## src/rtl/audio_defines.svh

```systemverilog
`ifndef AUDIO_DEFINES_SVH
`define AUDIO_DEFINES_SVH

// Playback commands held ahead of the fetch engine.
`define AUDIO_CMDQ_DEPTH 4

// Stereo frames buffered between fetch and output.
`define AUDIO_FIFO_DEPTH 4

// Register stages in the volume multiplier.
`define AUDIO_MUL_LATENCY 3

// Last step of the output sequencer.
// Left and right pass through the multiplier one after the other.
`define AUDIO_OUT_STEPS (2 * `AUDIO_MUL_LATENCY + 3)

// Sequencer step at which the left product is taken.
`define AUDIO_LEFT_STEP (`AUDIO_MUL_LATENCY + 2)

`endif

```

## src/rtl/audio_pkg.sv

```systemverilog
package audio_pkg;

	// One signed PCM sample.
	typedef logic signed [15:0] sample_t;

	// Stereo frame, left sample in the upper half.
	typedef logic [31:0] frame_t;

	// Byte address on the memory bus.
	typedef logic [31:0] address_t;

	// Remaining samples (mono) or frames (stereo).
	typedef logic [23:0] count_t;

	// Playback volume, 0 to 15 sixteenths.
	typedef logic [3:0] volume_t;

	// Fetch engine states.
	typedef enum logic [2:0] {
		DMA_MONO_WAIT,
		DMA_MONO_REQUEST,
		DMA_MONO_ENQ_LO,
		DMA_MONO_ENQ_HI,
		DMA_STEREO_WAIT,
		DMA_STEREO_REQUEST,
		DMA_STEREO_ENQ
	} dma_state_t;

endpackage

```

## src/rtl/audio_cmd_queue.sv

```systemverilog
`timescale 1ns/1ps
`include "audio_defines.svh"

module audio_cmd_queue (
	input  logic                i_clock,
	input  logic                i_reset,
	input  logic                i_setup_request,
	input  logic                i_setup_append,
	input  logic                i_setup_stereo,
	input  audio_pkg::address_t i_setup_address,
	input  audio_pkg::count_t   i_setup_count,
	input  logic                i_next_ready,
	output logic                o_next_have,
	output logic                o_next_stereo,
	output audio_pkg::address_t o_next_address,
	output audio_pkg::count_t   o_next_count,
	output logic                o_busy
);
	import audio_pkg::*;

	localparam int DEPTH  = `AUDIO_CMDQ_DEPTH;
	localparam int PTR_W  = $clog2(DEPTH);
	localparam int USED_W = $clog2(DEPTH + 1);

	logic              stereo_q  [DEPTH];
	address_t          address_q [DEPTH];
	count_t            count_q   [DEPTH];
	logic [PTR_W-1:0]  wr_ptr;
	logic [PTR_W-1:0]  rd_ptr;
	logic [PTR_W-1:0]  wr_slot;
	logic [USED_W-1:0] used;
	logic              replace;
	logic              push;
	logic              pop;

	function automatic logic [PTR_W-1:0] ptr_next(input logic [PTR_W-1:0] ptr);
		if (ptr == PTR_W'(DEPTH - 1))
			return '0;
		return ptr + 1'b1;
	endfunction

	assign replace = i_setup_request && !i_setup_append;
	// Appends into a full queue are dropped.
	assign push    = i_setup_request && (!i_setup_append || used != USED_W'(DEPTH));
	assign pop     = i_next_ready && o_next_have;

	// A replace restarts the buffer at slot zero.
	assign wr_slot = replace ? '0 : wr_ptr;

	always_ff @(posedge i_clock) begin
		if (push) begin
			stereo_q[wr_slot]  <= i_setup_stereo;
			address_q[wr_slot] <= i_setup_address;
			count_q[wr_slot]   <= i_setup_count;
		end
	end

	always_ff @(posedge i_clock) begin
		if (i_reset) begin
			wr_ptr <= '0;
			rd_ptr <= '0;
			used   <= '0;
		end else if (replace) begin
			// Pending entries are discarded; the new one is the only entry.
			rd_ptr <= '0;
			wr_ptr <= ptr_next('0);
			used   <= USED_W'(1);
		end else begin
			if (push)
				wr_ptr <= ptr_next(wr_ptr);
			if (pop)
				rd_ptr <= ptr_next(rd_ptr);
			case ({push, pop})
				2'b10:   used <= used + 1'b1;
				2'b01:   used <= used - 1'b1;
				default: used <= used;
			endcase
		end
	end

	// Head entry.
	assign o_next_have    = (used != '0);
	assign o_next_stereo  = stereo_q[rd_ptr];
	assign o_next_address = address_q[rd_ptr];
	assign o_next_count   = count_q[rd_ptr];

	assign o_busy = (used != '0);

endmodule

```

## src/rtl/audio_sample_fifo.sv

```systemverilog
`timescale 1ns/1ps
`include "audio_defines.svh"

module audio_sample_fifo (
	input  logic              i_clock,
	input  logic              i_reset,
	input  logic              i_write,
	input  audio_pkg::frame_t i_wdata,
	input  logic              i_read,
	output audio_pkg::frame_t o_rdata,
	output logic              o_empty,
	output logic              o_almost_full
);
	import audio_pkg::*;

	localparam int DEPTH  = `AUDIO_FIFO_DEPTH;
	localparam int PTR_W  = $clog2(DEPTH);
	localparam int USED_W = $clog2(DEPTH + 1);

	frame_t            mem [DEPTH];
	logic [PTR_W-1:0]  wr_ptr;
	logic [PTR_W-1:0]  rd_ptr;
	logic [USED_W-1:0] used;
	logic              full;
	logic              wr_en;
	logic              rd_en;

	assign full          = (used == USED_W'(DEPTH));
	assign o_empty       = (used == '0);
	// One free slot or fewer, enough headroom for a mono word.
	assign o_almost_full = (used >= USED_W'(DEPTH - 1));

	assign wr_en = i_write && !full;
	assign rd_en = i_read && !o_empty;

	always_ff @(posedge i_clock) begin
		if (wr_en)
			mem[wr_ptr] <= i_wdata;
		if (rd_en)
			o_rdata <= mem[rd_ptr];
	end

	always_ff @(posedge i_clock) begin
		if (i_reset) begin
			wr_ptr <= '0;
			rd_ptr <= '0;
			used   <= '0;
		end else begin
			if (wr_en)
				wr_ptr <= (wr_ptr == PTR_W'(DEPTH - 1)) ? '0 : wr_ptr + 1'b1;
			if (rd_en)
				rd_ptr <= (rd_ptr == PTR_W'(DEPTH - 1)) ? '0 : rd_ptr + 1'b1;
			case ({wr_en, rd_en})
				2'b10:   used <= used + 1'b1;
				2'b01:   used <= used - 1'b1;
				default: used <= used;
			endcase
		end
	end

endmodule

```

## src/rtl/audio_volume_mul.sv

```systemverilog
`timescale 1ns/1ps
`include "audio_defines.svh"

module audio_volume_mul (
	input  logic               i_clock,
	input  audio_pkg::sample_t i_sample,
	input  audio_pkg::volume_t i_volume,
	output audio_pkg::sample_t o_product
);
	import audio_pkg::*;

	localparam int LATENCY = `AUDIO_MUL_LATENCY;

	logic signed [20:0] product;
	sample_t            pipe [LATENCY];

	// Volume is unsigned, so it gets a zero sign bit.
	always_comb begin
		product = i_sample * $signed({1'b0, i_volume});
	end

	always_ff @(posedge i_clock) begin
		// Arithmetic shift right by 4; the product fits in 20 bits.
		pipe[0] <= product[19:4];
		for (int i = 1; i < LATENCY; i++) begin
			pipe[i] <= pipe[i-1];
		end
	end

	assign o_product = pipe[LATENCY-1];

endmodule

```

## src/rtl/audio_channel.sv

```systemverilog
`timescale 1ns/1ps
`include "audio_defines.svh"

module audio_channel (
	input  logic                i_clock,
	input  logic                i_reset,
	input  logic                i_setup_request,
	input  logic                i_setup_append,
	input  logic                i_setup_stereo,
	input  audio_pkg::address_t i_setup_address,
	input  audio_pkg::count_t   i_setup_count,
	output logic                o_dma_request,
	output audio_pkg::address_t o_dma_address,
	input  logic                i_dma_ready,
	input  logic [31:0]         i_dma_rdata,
	input  audio_pkg::volume_t  i_volume,
	input  logic                i_sample_clock,
	output audio_pkg::sample_t  o_left,
	output audio_pkg::sample_t  o_right,
	output logic                o_busy
);
	import audio_pkg::*;

	localparam int STEP_W = $clog2(`AUDIO_OUT_STEPS + 1);
	localparam logic [STEP_W-1:0] STEP_LEFT = STEP_W'(`AUDIO_LEFT_STEP);
	localparam logic [STEP_W-1:0] STEP_LAST = STEP_W'(`AUDIO_OUT_STEPS);

	// Command queue head.
	logic       next_have;
	logic       next_ready;
	logic       next_stereo;
	address_t   next_address;
	count_t     next_count;

	// Fetch engine.
	dma_state_t  dma_state;
	address_t    dma_address;
	count_t      dma_count;
	logic [31:0] dma_word;

	// Sample FIFO.
	logic   fifo_write;
	frame_t fifo_wdata;
	logic   fifo_read;
	frame_t fifo_rdata;
	logic   fifo_empty;
	logic   fifo_almost_full;

	// Output sequencer.
	logic              sclk_q;
	logic              sclk_prev;
	logic              sclk_edge;
	logic [STEP_W-1:0] step;
	sample_t           mul_sample;
	sample_t           mul_product;
	sample_t           left_hold;

	assign next_ready = (dma_count == '0);

	audio_cmd_queue cmd_queue (
		.i_clock         (i_clock),
		.i_reset         (i_reset),
		.i_setup_request (i_setup_request),
		.i_setup_append  (i_setup_append),
		.i_setup_stereo  (i_setup_stereo),
		.i_setup_address (i_setup_address),
		.i_setup_count   (i_setup_count),
		.i_next_ready    (next_ready),
		.o_next_have     (next_have),
		.o_next_stereo   (next_stereo),
		.o_next_address  (next_address),
		.o_next_count    (next_count),
		.o_busy          (o_busy)
	);

	audio_sample_fifo sample_fifo (
		.i_clock       (i_clock),
		.i_reset       (i_reset),
		.i_write       (fifo_write),
		.i_wdata       (fifo_wdata),
		.i_read        (fifo_read),
		.o_rdata       (fifo_rdata),
		.o_empty       (fifo_empty),
		.o_almost_full (fifo_almost_full)
	);

	audio_volume_mul volume_mul (
		.i_clock   (i_clock),
		.i_sample  (mul_sample),
		.i_volume  (i_volume),
		.o_product (mul_product)
	);

	assign o_dma_request = (dma_state == DMA_MONO_REQUEST) || (dma_state == DMA_STEREO_REQUEST);
	assign o_dma_address = dma_address;

	// Load a new command, or step through the current one.
	always_ff @(posedge i_clock) begin
		if (i_reset) begin
			dma_state   <= DMA_MONO_WAIT;
			dma_count   <= '0;
			dma_address <= '0;
		end else if (next_have && next_ready) begin
			dma_state   <= next_stereo ? DMA_STEREO_WAIT : DMA_MONO_WAIT;
			dma_count   <= next_count;
			dma_address <= next_address;
		end else begin
			case (dma_state)
				DMA_MONO_WAIT: begin
					if (dma_count != '0 && !fifo_almost_full)
						dma_state <= DMA_MONO_REQUEST;
				end
				DMA_MONO_REQUEST: begin
					if (i_dma_ready)
						dma_state <= DMA_MONO_ENQ_LO;
				end
				DMA_MONO_ENQ_LO: begin
					dma_count <= dma_count - 1'b1;
					dma_state <= DMA_MONO_ENQ_HI;
				end
				DMA_MONO_ENQ_HI: begin
					dma_count   <= dma_count - 1'b1;
					dma_address <= dma_address + 32'd4;
					dma_state   <= DMA_MONO_WAIT;
				end
				DMA_STEREO_WAIT: begin
					if (dma_count != '0 && !fifo_almost_full)
						dma_state <= DMA_STEREO_REQUEST;
				end
				DMA_STEREO_REQUEST: begin
					if (i_dma_ready)
						dma_state <= DMA_STEREO_ENQ;
				end
				DMA_STEREO_ENQ: begin
					dma_count   <= dma_count - 1'b1;
					dma_address <= dma_address + 32'd4;
					dma_state   <= DMA_STEREO_WAIT;
				end
				default: dma_state <= DMA_MONO_WAIT;
			endcase
		end
	end

	// Read data is only valid with ready.
	always_ff @(posedge i_clock) begin
		if (o_dma_request && i_dma_ready)
			dma_word <= i_dma_rdata;
	end

	assign fifo_write = (dma_state == DMA_MONO_ENQ_LO) || (dma_state == DMA_MONO_ENQ_HI) ||
		(dma_state == DMA_STEREO_ENQ);

	// Mono duplicates each half-word to both sides, low half first.
	always_comb begin
		case (dma_state)
			DMA_MONO_ENQ_LO: fifo_wdata = {dma_word[15:0], dma_word[15:0]};
			DMA_MONO_ENQ_HI: fifo_wdata = {dma_word[31:16], dma_word[31:16]};
			default:         fifo_wdata = dma_word;
		endcase
	end

	assign sclk_edge = sclk_q ^ sclk_prev;
	assign fifo_read = sclk_edge && !fifo_empty;

	always_ff @(posedge i_clock) begin
		if (i_reset) begin
			sclk_q    <= 1'b0;
			sclk_prev <= 1'b0;
			step      <= '0;
			o_left    <= '0;
			o_right   <= '0;
		end else begin
			sclk_q    <= i_sample_clock;
			sclk_prev <= sclk_q;

			// Underflow gives silence.
			if (sclk_edge && fifo_empty) begin
				o_left  <= '0;
				o_right <= '0;
			end

			if (fifo_read)
				step <= STEP_W'(1);
			else if (step == STEP_LAST)
				step <= '0;
			else if (step != '0)
				step <= step + 1'b1;

			// Both sides change in the same cycle.
			if (step == STEP_LAST) begin
				o_left  <= left_hold;
				o_right <= mul_product;
			end
		end
	end

	// Left goes through the multiplier first, then right.
	always_ff @(posedge i_clock) begin
		if (step == STEP_W'(1))
			mul_sample <= fifo_rdata[31:16];
		if (step == STEP_LEFT) begin
			left_hold  <= mul_product;
			mul_sample <= fifo_rdata[15:0];
		end
	end

endmodule

```

## src/rtl/audio_top.sv

```systemverilog
`timescale 1ns/1ps

module audio_top (
	input  logic                i_clock,
	input  logic                i_reset,
	input  logic                i_setup_request,
	input  logic                i_setup_append,
	input  logic                i_setup_stereo,
	input  audio_pkg::address_t i_setup_address,
	input  audio_pkg::count_t   i_setup_count,
	output logic                o_dma_request,
	output audio_pkg::address_t o_dma_address,
	input  logic                i_dma_ready,
	input  logic [31:0]         i_dma_rdata,
	input  audio_pkg::volume_t  i_volume,
	input  logic                i_sample_clock,
	output audio_pkg::sample_t  o_left,
	output audio_pkg::sample_t  o_right,
	output logic                o_busy
);

	// Single playback channel.
	audio_channel channel (
		.i_clock         (i_clock),
		.i_reset         (i_reset),
		.i_setup_request (i_setup_request),
		.i_setup_append  (i_setup_append),
		.i_setup_stereo  (i_setup_stereo),
		.i_setup_address (i_setup_address),
		.i_setup_count   (i_setup_count),
		.o_dma_request   (o_dma_request),
		.o_dma_address   (o_dma_address),
		.i_dma_ready     (i_dma_ready),
		.i_dma_rdata     (i_dma_rdata),
		.i_volume        (i_volume),
		.i_sample_clock  (i_sample_clock),
		.o_left          (o_left),
		.o_right         (o_right),
		.o_busy          (o_busy)
	);

endmodule

```

## config.mk

```make
export PLATFORM = sky130hd
export DESIGN_NAME = audio_top
export DESIGN_NICKNAME = d
export VERILOG_FILES = /design/src/rtl/audio_pkg.sv /design/src/rtl/audio_cmd_queue.sv /design/src/rtl/audio_sample_fifo.sv /design/src/rtl/audio_volume_mul.sv /design/src/rtl/audio_channel.sv /design/src/rtl/audio_top.sv
export VERILOG_INCLUDE_DIRS = /design/src /design/src/rtl
export SDC_FILE = /design/constraint.sdc
export NUM_CORES = 1
export LEC_CHECK = 0
export BUFFER_PORTS_ARGS = -buffer_cell sky130_fd_sc_hd__buf_2
export CORE_UTILIZATION = 45
export DETAILED_ROUTE_END_ITERATION = 16
export GPL_TIMING_DRIVEN = 0
export SLEW_MARGIN = 5
export SYNTH_ARGS = -nofsm -noshare
export SYNTH_HDL_FRONTEND = slang
export SYNTH_SLANG_ARGS = --single-unit
```

## constraint.sdc

```tcl
create_clock -name i_clock -period 6.27 [get_ports i_clock]
set_input_delay 0.9405 -clock i_clock [delete_from_list [all_inputs] [get_ports i_clock]]
set_output_delay 0.9405 -clock i_clock [all_outputs]
set_load 0.02 [all_outputs]
```

==> results.py, run 1 <==
metrics = {
    "global_routing": {
        "grt_pass1_wl_mm": 80.2,
        "grt_pass1_vias": 14072,
        "grt_usage_pct": 18.7,
        "antenna_found_initial": 7,
        "grt_max_degree": 37,
        "grt-ovfl-total": 0,
    },
    "timing": {
        "rsz0062_at_grt": "no",
        "worstMarginPinSlew_ns": 0.983,
        "max-slew-margin-rel_pct": 34.5,
        "finClkSkew_ns": 0.0226,
        "fin_crit_ns": 4.77,
        "setup_violations": 0,
        "drv_slew": 0,
        "clock.fmax_mhz": 210,
        "hold_viol_final": 0,
        "period_share_pct": 76.1,
    },
    "critical_path": {
        "cp_num_buf_inv": 4,
        "crit_path_start_kind": "input pin",
        "cp.required_ns": 6.79,
        "cp-end-kind": "flop",
        "rrSetupSlack_ns": 1.95,
        "cpPeakStageDelay_ns": 0.65,
        "crit_arrival_ns": 5.29,
        "cp_top_family": "adder cells",
        "r2r-start": "channel.mul_sample[5]",
        "path_cells": "buf_2, clkbuf_1, and2_1, ha_1, fa_1, inv_1, fa_1, inv_1, ha_1, a2111oi_0, o21ai_0, o21ai_2, o21ai_0, or4b_2, nand4b_1",
        "critPathMaxFanout": 10,
        "critical_path.slowest_cell": "or4b_2",
        "ff2ff_path_depth": 13,
        "timing.rr.end": "channel.volume_mul.pipe[0][9]",
        "cp.depth": 15,
        "critPathKind": "in2reg",
    },
    "finish": {
        "layout_common_cells": "edfxtp_1 (452), buf_2 (175), dfxtp_1 (161)",
        "final_common_cell": "edfxtp_1",
        "stdcell_area_um2": 28900,
        "num-nets-final": 2021,
        "syn_to_final_growth_pct": 16.8,
        "drive_above_1_share_pct": 23.0,
    },
    "clock_network": {
        "root_buffer": "clkbuf_16",
        "cts_setup_buffers": 0,
        "cts_tree": "yes",
        "clk_latency_ns": 0.59,
        "cts_resized": 0,
        "cts_num_sinks": 613,
        "hold_buffers": 0,
        "numCtsBuffers": 67,
        "path_clk_slew_ns": 0.05,
        "cts_buffer_depth": 3,
        "cts_max_level": 3,
    },
    "logic_synthesis": {
        "synth_top_family_by_area": "multiplexers",
        "synth-simple-area-share_pct": 7.95,
        "syn_avg_cell_area_um2": 15.5,
        "syn_nets": 1777,
        "syn_inst": 1595,
        "synth-seq-cells": 613,
        "synth_mux_area_share_pct": 9.81,
        "synthAdderAreaFrac_pct": 5.20,
        "synth_edf_count": 452,
        "synth_seq_area_share_pct": 67.9,
        "synth-xor-area-share_pct": 2.41,
        "synth_warnings": 0,
        "async_reset_ff_share_pct": 0,
        "synth_compound_area_share_pct": 4.25,
        "synth_area_um2": 24700,
        "synthFlopType": "edfxtp_1",
        "synth.distinct_cells": 61,
    },
    "min_path": {
        "worstHoldPathType": "reg2reg",
        "min_from": "channel.volume_mul.pipe[0][24]",
        "holdPathEnd": "channel.volume_mul.pipe[0][40]",
        "min_path_cells": 0,
    },
    "power_and_ir_drop": {
        "ir_drop_uv": 222,
        "fin_total_pwr_uw": 11800,
        "p_leak_uw": 0.0103,
        "powerDensity_nw_per_um2": 408,
    },
    "drt": {
        "ant_nets": 0,
        "routed_wl_mm": 50.9,
        "drtIter0Drc": 895,
        "drc": 0,
        "wl_per_cell_um": 19.6,
        "drtPass1Iterations": 5,
        "num_vias": 13612,
        "via_per_inst": 5.25,
    },
    "die": {
        "ioPinCount": 165,
        "num_rows": 85,
        "chipWidth_um": 236,
        "coreArea_um2": 54000,
        "fp.dieArea_um2": 55900,
        "die_h_um": 236,
        "initial_core_util_pct": 45.8,
    },
    "placed_design": {
        "dp_hpwl_mm": 34.8,
        "port_buffers": 163,
        "gp_congestion": 0.823,
        "postPlaceCellArea_um2": 26700,
    },
    "status": {
        "status": "finished, final reports clean",
    },
    "flow_run": {
        "cap_violations": 0,
    },
}
==> how the worst max path moves through the flow <==
stage | from | endpoint | slack [ns]
2_1_floorplan | i_volume[2] | channel.volume_mul.pipe[0][9] | 1.64
3_3_place_gp | i_setup_append | channel.cmd_queue.address_q[1][17] | -0.29
3_5_place_dp | i_volume[3] | channel.volume_mul.pipe[0][9] | 0.91
4_1_cts | i_volume[3] | channel.volume_mul.pipe[0][9] | 1.52
5_1_grt | i_volume[3] | channel.volume_mul.pipe[0][9] | 1.25
6_report | i_volume[3] | channel.volume_mul.pipe[0][9] | 1.50
==> sequential cells by signal, indices dropped and copies added (netlist names), 3 cells and up, named ones only <==
name / flops
channel.cmd_queue.address_q: 128
channel.cmd_queue.count_q: 96
channel.cmd_queue.stereo_q: 4
channel.cmd_queue.used: 3
channel.dma_count: 24
channel.dma_state: 3
channel.dma_word: 32
channel.left_hold: 16
channel.mul_sample: 16
channel.o_dma_address: 32
channel.o_left: 16
channel.o_right: 16
channel.sample_fifo.mem: 128
channel.sample_fifo.o_rdata: 32
channel.sample_fifo.used: 3
channel.step: 4
channel.volume_mul.pipe: 48
==> logic make-up after synthesis <==
family                   Yosys count
flip-flops                       613
AND/OR/NAND/NOR                  398
AO/OA/AOI/OAI                    153
buffers and inverters            153
multiplexers                     127
adder cells (fa/ha/maj)           83
XOR/XNOR                          68
==> report_power, final <==
part	total, uW	internal, uW	switching [uW]
logic	2700	1100	1600
clock network	3820	2260	1570
registers	5260	4980	277
==> layout make-up <==
cell class | count | area (um^2)
multi-input cells | 829 | 7360
plain buffers | 63 | 267
clock buffers | 94 | 1860
diodes | 3 | 7.51
fillers | 4528 | 25200
flip-flops and latches | 613 | 16800
clock inverters | 29 | 294
inverters | 90 | 338
repair buffers | 175 | 1090
well taps | 696 | 871
==> synth_stat cells, types with 33 or more instances <==
cell type  number  share of area [%]
edfxtp_1      452                 55
dfxtp_1       161                 13
nor2_1        130                2.0
nand2_1       108                1.6
inv_1          89                1.4
mux4_2         89                8.1
and2_1         52                1.3
ha_1           50                2.5
a211oi_1       47                1.4
clkbuf_1       43               0.65
xnor2_1        40                1.4
fa_1           33                2.7
==> per-layer routing <==
layer  up-vias  global-route usage (%)  wire, um
met2       294                    30.0     23900
met3        67                    3.49      2490
met5         -                       0        19
met1      6818                    26.0     23400
met4         4                    5.94      1090
li1       6429                       -         -
==> through the flow <==
stage	utilization, %	TNS (ns)	hold slack (ns)	setup slack [ns]	std cells
after detailed placement	49.4	0	0.312	0.913	2466
after CTS	53.4	0	0.321	1.52	2589
after global routing	53.4	0	0.326	1.25	2590
after floorplan	-	0	0.310	1.64	1595
final	53.4	0	0.321	1.50	2592
after global placement	48.9	-45.72	0.311	-0.293	2454
Power figures use the tool's default switching activity.
==> run 2: changes to the inputs <==
==> constraint.sdc (replaced) <==
create_clock -name i_clock -period 4 [get_ports i_clock]
set_input_delay 0.6 -clock i_clock [delete_from_list [all_inputs] [get_ports i_clock]]
set_output_delay 0.6 -clock i_clock [all_outputs]
set_load 0.02 [all_outputs]
==> run 2 against run 1 <==
Net effect: utilization about the same; cell count is 0.15% lower; register-to-register slack got worse by 1.8 ns; largest power group unchanged; via count unchanged; critical path type is now reg2reg; sequential share of layout area about the same; final area barely moved; hold slack got worse by 0.14 ns.
==> results.py, run 2 (synthesis results as in run 1) <==
metrics = {
    "critical_path": {
        "cp_num_buf_inv": 2,
        "critPathKind": "reg2reg",
        "cp_top_family": "adder cells",
        "ff2ff_path_depth": 13,
        "crit_arrival_ns": 4.36,
        "cp-end-kind": "flop",
        "critical_path.slowest_cell": "or4b_2",
        "crit_path_start_kind": "flop",
        "cp.depth": 13,
        "path_cells": "and2_1, ha_1, fa_1, inv_1, fa_2, inv_1, ha_4, a2111oi_4, o21ai_2, o21ai_2, o21ai_2, or4b_2, nand4b_1",
        "critPathMaxFanout": 4,
        "cp.required_ns": 4.52,
        "crit_top_cell": "o21ai_2",
        "cpPeakStageDelay_ns": 0.62,
    },
    "status": {
        "status": "finished, final reports clean",
    },
    "power_and_ir_drop": {
        "powerDensity_nw_per_um2": 638,
        "pwr-share-seq_pct": 44.8,
        "p_leak_uw": 0.0103,
        "switching_share_pct": 29.2,
        "internal_power_uw": 13000,
        "ir_drop_uv": 306,
        "fin_total_pwr_uw": 18400,
        "switchingPower_uw": 5370,
        "combPwrFrac_pct": 23.4,
        "p_clk_share_pct": 31.8,
    },
    "die": {
        "die_h_um": 236,
        "coreArea_um2": 54000,
        "num_rows": 85,
        "chipWidth_um": 236,
        "ioPinCount": 165,
        "initial_core_util_pct": 45.8,
        "fp.dieArea_um2": 55900,
    },
    "min_path": {
        "worstHoldPathType": "in2reg",
        "min_path_cells": 1,
    },
    "clock_network": {
        "clk_latency_ns": 0.59,
        "cts_max_level": 3,
        "cts_tree": "yes",
        "numCtsBuffers": 66,
        "cts_num_sinks": 613,
        "path_clk_slew_ns": 0.06,
        "root_buffer": "clkbuf_16",
        "cts_buffer_depth": 3,
    },
    "global_routing": {
        "grt_pass1_wl_mm": 80.4,
        "antenna_found_initial": 10,
        "grt-ovfl-total": 0,
        "grt_usage_pct": 18.8,
        "grt_max_degree": 37,
        "grt_pass1_vias": 14057,
    },
    "timing": {
        "finClkSkew_ns": 0.0275,
        "timing.final.ws_setup_ns": 0.158,
        "setup-tns-final_ns": 0,
        "whs_ns": 0.181,
        "setup_violations": 0,
        "period_share_pct": 96.0,
        "drv_slew": 0,
        "worstMarginPinSlew_ns": 0.983,
        "hold_viol_final": 0,
        "max-slew-margin-rel_pct": 34.5,
        "clock.fmax_mhz": 260,
        "fin_crit_ns": 3.84,
    },
    "drt": {
        "routed_wl_mm": 51.4,
        "drtIter0Drc": 1006,
        "drc": 0,
        "ant_nets": 0,
        "num_vias": 13612,
        "wl_per_cell_um": 19.8,
        "drtPass1Iterations": 5,
        "via_per_inst": 5.26,
    },
    "placed_design": {
        "dp_slack_ns": -0.876,
        "gp_congestion": 0.826,
        "dp_hpwl_mm": 35.0,
        "port_buffers": 163,
    },
    "finish": {
        "final_common_cell": "edfxtp_1",
        "syn_to_final_growth_pct": 16.8,
        "fillCellCount": 4444,
        "layout_common_cells": "edfxtp_1 (452), buf_2 (175), dfxtp_1 (161)",
        "drive_above_1_share_pct": 23.5,
        "reg_top3": "channel.cmd_queue.address_q: 128 flops, channel.sample_fifo.mem: 128 flops, channel.cmd_queue.count_q: 96 flops",
        "num-nets-final": 2021,
        "post-route-util_pct": 53.4,
    },
    "flow_run": {
        "cap_violations": 0,
    },
}
run 2: cell count changes in the layout (fill, tap and decap cells not counted), moves of 3 or more:
cell | previous run | this run
clkinv_1 | 6 | 12
buf_16 | 4 | 1
clkbuf_8 | 6 | 3
ha_1 | 50 | 46
buf_12 | 8 | 11
clkbuf_1 | 63 | 57
run 2: power groups by stage:
| stage | combinational (uW) | clock, uW | sequential, uW |
|---|---|---|---|
| 2_1_floorplan | 3030 | 0 | 8380 |
| 3_3_place_gp | 4200 | 0 | 8370 |
| 3_5_place_dp | 4320 | 0 | 8380 |
| 4_1_cts | 4350 | 5990 | 8250 |
| 5_1_grt | 4830 | 6250 | 8340 |
| 6_report | 4320 | 5850 | 8250 |
run 2: final timing paths:
kind | start | endpoint | slack (ns)
worst max-delay path | channel.mul_sample[4] | channel.volume_mul.pipe[0][9] | 0.16
worst min-delay path | i_dma_rdata[16] | channel.dma_word[16] | 0.18
worst max register to register | channel.mul_sample[4] | channel.volume_mul.pipe[0][9] | 0.16
worst min register to register | channel.volume_mul.pipe[0][29] | channel.volume_mul.pipe[0][45] | 0.32
run 2: layer usage:
| layer | track usage (%) | vias up | wire length, um |
|---|---|---|---|
| met1 | 26.1 | 6849 | 23800 |
| met2 | 29.9 | 261 | 24400 |
| li1 | - | 6423 | - |
| met5 | 0 | - | 66 |
| met3 | 3.44 | 69 | 2250 |
| met4 | 6.12 | 10 | 886 |
run 2: final cells by class:
type / count / area [um^2] / share of cell area (%)
sequential: 613 / 16800 / 58.2
multi-input combinational: 829 / 7430 / 25.7
clock buffer: 87 / 1810 / 6.29
timing repair buffer: 176 / 1070 / 3.71
tap: 696 / 871 / 3.02
inverter: 90 / 338 / 1.17
buffer: 63 / 278 / 0.962
clock inverter: 30 / 254 / 0.880
antenna: 4 / 10.0 / 0.0347
run 2: timing repair:
| action | in CTS | in global routing |
|---|---|---|
| endpoints found under the setup margin | 5 | 5 |
| gates resized for setup | 2 | 4 |
| setup buffers | 0 | 1 |
| endpoints found under the hold margin | 0 | 0 |
| hold buffers | 0 | 0 |
| pin swaps | 0 | 2 |
run 2: per-stage QoR:
stage,cells,instance area [um^2]
2_1_floorplan,1595,24800
3_3_place_gp,2454,26500
3_5_place_dp,2466,26800
4_1_cts,2583,28800
5_1_grt,2587,28900
6_report,2588,28900
==> run 3: changes to the inputs <==
--- a/config.mk
+++ b/config.mk
@@ -7,10 +7,11 @@
 export NUM_CORES = 1
 export LEC_CHECK = 0
 export BUFFER_PORTS_ARGS = -buffer_cell sky130_fd_sc_hd__buf_2
+export CORE_ASPECT_RATIO = 1.4
 export CORE_UTILIZATION = 45
 export DETAILED_ROUTE_END_ITERATION = 16
-export GPL_TIMING_DRIVEN = 0
 export SLEW_MARGIN = 5
 export SYNTH_ARGS = -nofsm -noshare
 export SYNTH_HDL_FRONTEND = slang
+export SYNTH_HIERARCHICAL = 1
 export SYNTH_SLANG_ARGS = --single-unit
==> run 3 against run 2 <==
Net effect: final area down 0.52%; clock power down 3.9%; sequential share of layout area up 0.33 points; largest power group unchanged; utilization down 1.5 points; critical endpoint is now channel/volume_mul/pipe[0][14]; cell count down 1.4%; critical path depth unchanged; routed wire length up 0.44%; synthesized cell count up 0.82%; via count down 0.67%; total power up 2.9%; die area up 1.9%; non-clock buffer count down 49.
==> results.py, run 3 <==
metrics = {
    "status": {
        "status": "finished, final reports clean",
    },
    "logic_synthesis": {
        "syn_avg_cell_area_um2": 15.7,
        "syn_inst": 1608,
        "synth.distinct_cells": 77,
        "ys_top_cells_by_area": "edfxtp_1 (54%), dfxtp_1 (13%), mux4_2 (8.0%)",
        "synthFlopType": "edfxtp_1",
        "synth-seq-cells": 613,
        "synth_common_cells": "edfxtp_1 (452), dfxtp_1 (161), nor2_1 (116)",
        "synth_seq_area_share_pct": 66.7,
        "synth_edf_count": 452,
        "synth_warnings": 6,
        "netlist.area_leader.share_pct": 53.9,
        "syn_nets": 1791,
        "yosys.cell_count.top_type": "edfxtp_1",
        "synth_top_area_cell": "edfxtp_1",
        "synth_area_um2": 25200,
        "async_reset_ff_share_pct": 0,
    },
    "global_routing": {
        "grt-ovfl-total": 0,
        "grt_pass1_vias": 14059,
        "antenna_found_initial": 9,
        "grt_usage_pct": 18.3,
        "grt_pass1_wl_mm": 79.4,
        "grt_max_degree": 65,
    },
    "min_path": {
        "min_path_cells": 1,
        "worstHoldPathType": "in2reg",
        "min_from": "i_dma_rdata[2]",
    },
    "clock_network": {
        "numCtsBuffers": 56,
        "cts_tree": "yes",
        "cts_resized": 0,
        "cts_setup_buffers": 0,
        "root_buffer": "clkbuf_16",
        "clk_latency_ns": 0.62,
        "hold_buffers": 0,
        "path_clk_slew_ns": 0.06,
        "cts_max_level": 2,
        "cts_buffer_depth": 3,
        "cts_num_sinks": 613,
    },
    "critical_path": {
        "crit_path_start_kind": "flop",
        "cp-end-kind": "flop",
        "cp.required_ns": 4.49,
        "critPathKind": "reg2reg",
        "cpPeakStageDelay_ns": 0.49,
        "critical_path.slowest_cell": "edfxtp_1",
        "crit_arrival_ns": 4.14,
        "critPathMaxFanout": 5,
        "path_cells": "and2_1, ha_1, fa_1, inv_1, fa_1, inv_1, ha_1, a41o_1, a221oi_1, nor2_1, a211oi_1, o21ai_1, xor2_1",
        "ff2ff_path_depth": 13,
        "r2r-start": "channel/mul_sample[8]",
        "crit_start": "channel/mul_sample[8]",
    },
    "timing": {
        "timing.final.ws_setup_ns": 0.353,
        "period_share_pct": 91.2,
        "drv_slew": 0,
        "max-slew-margin-rel_pct": 36.8,
        "rsz0062_at_grt": "no",
        "whs_ns": 0.158,
        "worstMarginPinSlew_ns": 0.948,
        "finClkSkew_ns": 0.0200,
        "fin_crit_ns": 3.65,
        "setup_violations": 0,
        "hold_viol_final": 0,
        "clock.fmax_mhz": 274,
    },
    "placed_design": {
        "gp_congestion": 0.837,
        "dp_cells": 2445,
        "dp_hpwl_mm": 34.3,
        "port_buffers": 164,
        "dp_slack_ns": 0.0862,
    },
    "drt": {
        "drc": 0,
        "num_vias": 13521,
        "drtPass1Iterations": 5,
        "wl_per_cell_um": 20.2,
        "routed_wl_mm": 51.6,
        "via_per_inst": 5.30,
        "ant_nets": 0,
        "drtIter0Drc": 660,
    },
    "finish": {
        "final_common_cell": "edfxtp_1",
        "fillCellCount": 4581,
        "layout_common_cells": "edfxtp_1 (452), buf_2 (163), dfxtp_1 (157)",
        "reg_top3": "channel/cmd_queue/address_q: 128 flops, channel/sample_fifo/mem: 128 flops, channel/cmd_queue/count_q: 96 flops",
        "stdcell_count": 2553,
        "syn_to_final_growth_pct": 14.0,
        "drive_above_1_share_pct": 25.2,
        "num-nets-final": 1958,
    },
    "die": {
        "chipWidth_um": 202,
        "initial_core_util_pct": 45.6,
        "num_rows": 102,
        "ioPinCount": 165,
        "fp.dieArea_um2": 56900,
        "coreArea_um2": 55300,
        "die_h_um": 282,
    },
    "power_and_ir_drop": {
        "powerDensity_nw_per_um2": 660,
        "p_leak_uw": 0.0102,
        "ir_drop_uv": 594,
    },
    "flow_run": {
        "cap_violations": 0,
    },
}
[run 3: worst max-delay path, delay by kind of cell, from the launching register on]
kind,cells,cell delay [ns]
flops,1,0.49
compound gates,4,0.91
simple gates,2,0.28
buf+inv,2,0.09
xor+xnor,1,0.14
fa+ha+maj,4,1.60
[run 3: logic make-up after synthesis]
group                    synth area share [%]
AO/OA/AOI/OAI                            4.72
XOR/XNOR                                 2.29
flip-flops                               66.7
multiplexers                             10.4
buffers and inverters                    3.26
adder cells (fa/ha/maj)                  5.16
AND/OR/NAND/NOR                          7.45
[run 3: path summary, 6_finish.rpt]
| kind | endpoint | slack [ns] |
|---|---|---|
| worst max register to register | channel/volume_mul/pipe[0][14] | 0.35 |
| worst min-delay path | channel/dma_word[2] | 0.16 |
| worst max-delay path | channel/volume_mul/pipe[0][14] | 0.35 |
| worst min register to register | channel/volume_mul/pipe[0][36] | 0.32 |
[run 3: report_power, final]
group	leakage, uW	internal [uW]	switching [uW]
Clock	0.000956	3270	2350
Sequential	0.00545	7990	676
Combinational	0.00381	1960	2710
[run 3: final cells by class]
type                       instances  area, um^2  share of cell area, %
antenna                            2        5.00                 0.0174
clock buffer                      86        1660                   5.78
clock inverter                    20         295                   1.03
inverter                          91         342                   1.19
multi-input combinational        823        7630                   26.6
sequential                       613       16800                   58.5
tap                              728         911                   3.17
timing repair buffer             190        1070                   3.72
[run 3: metrics by stage]
stage,setup TNS [ns],total power [uW],utilization (%),area [um^2]
2_1_floorplan,-198.85,12200,-,25200
3_3_place_gp,0,13400,48.4,26800
3_5_place_dp,0,13500,48.4,26800
4_1_cts,0,19200,52.0,28700
5_1_grt,0,19900,52.0,28700
6_report,0,19000,52.0,28700
[run 3: routing by layer]
metal | track usage, % | part of all wire, % | wire length [um]
met4 | 6.68 | 2.8 | 1430
met3 | 3.53 | 4.3 | 2240
met5 | 0 | 0.13 | 65
met2 | 33.4 | 52 | 27000
met1 | 21.4 | 40 | 20800
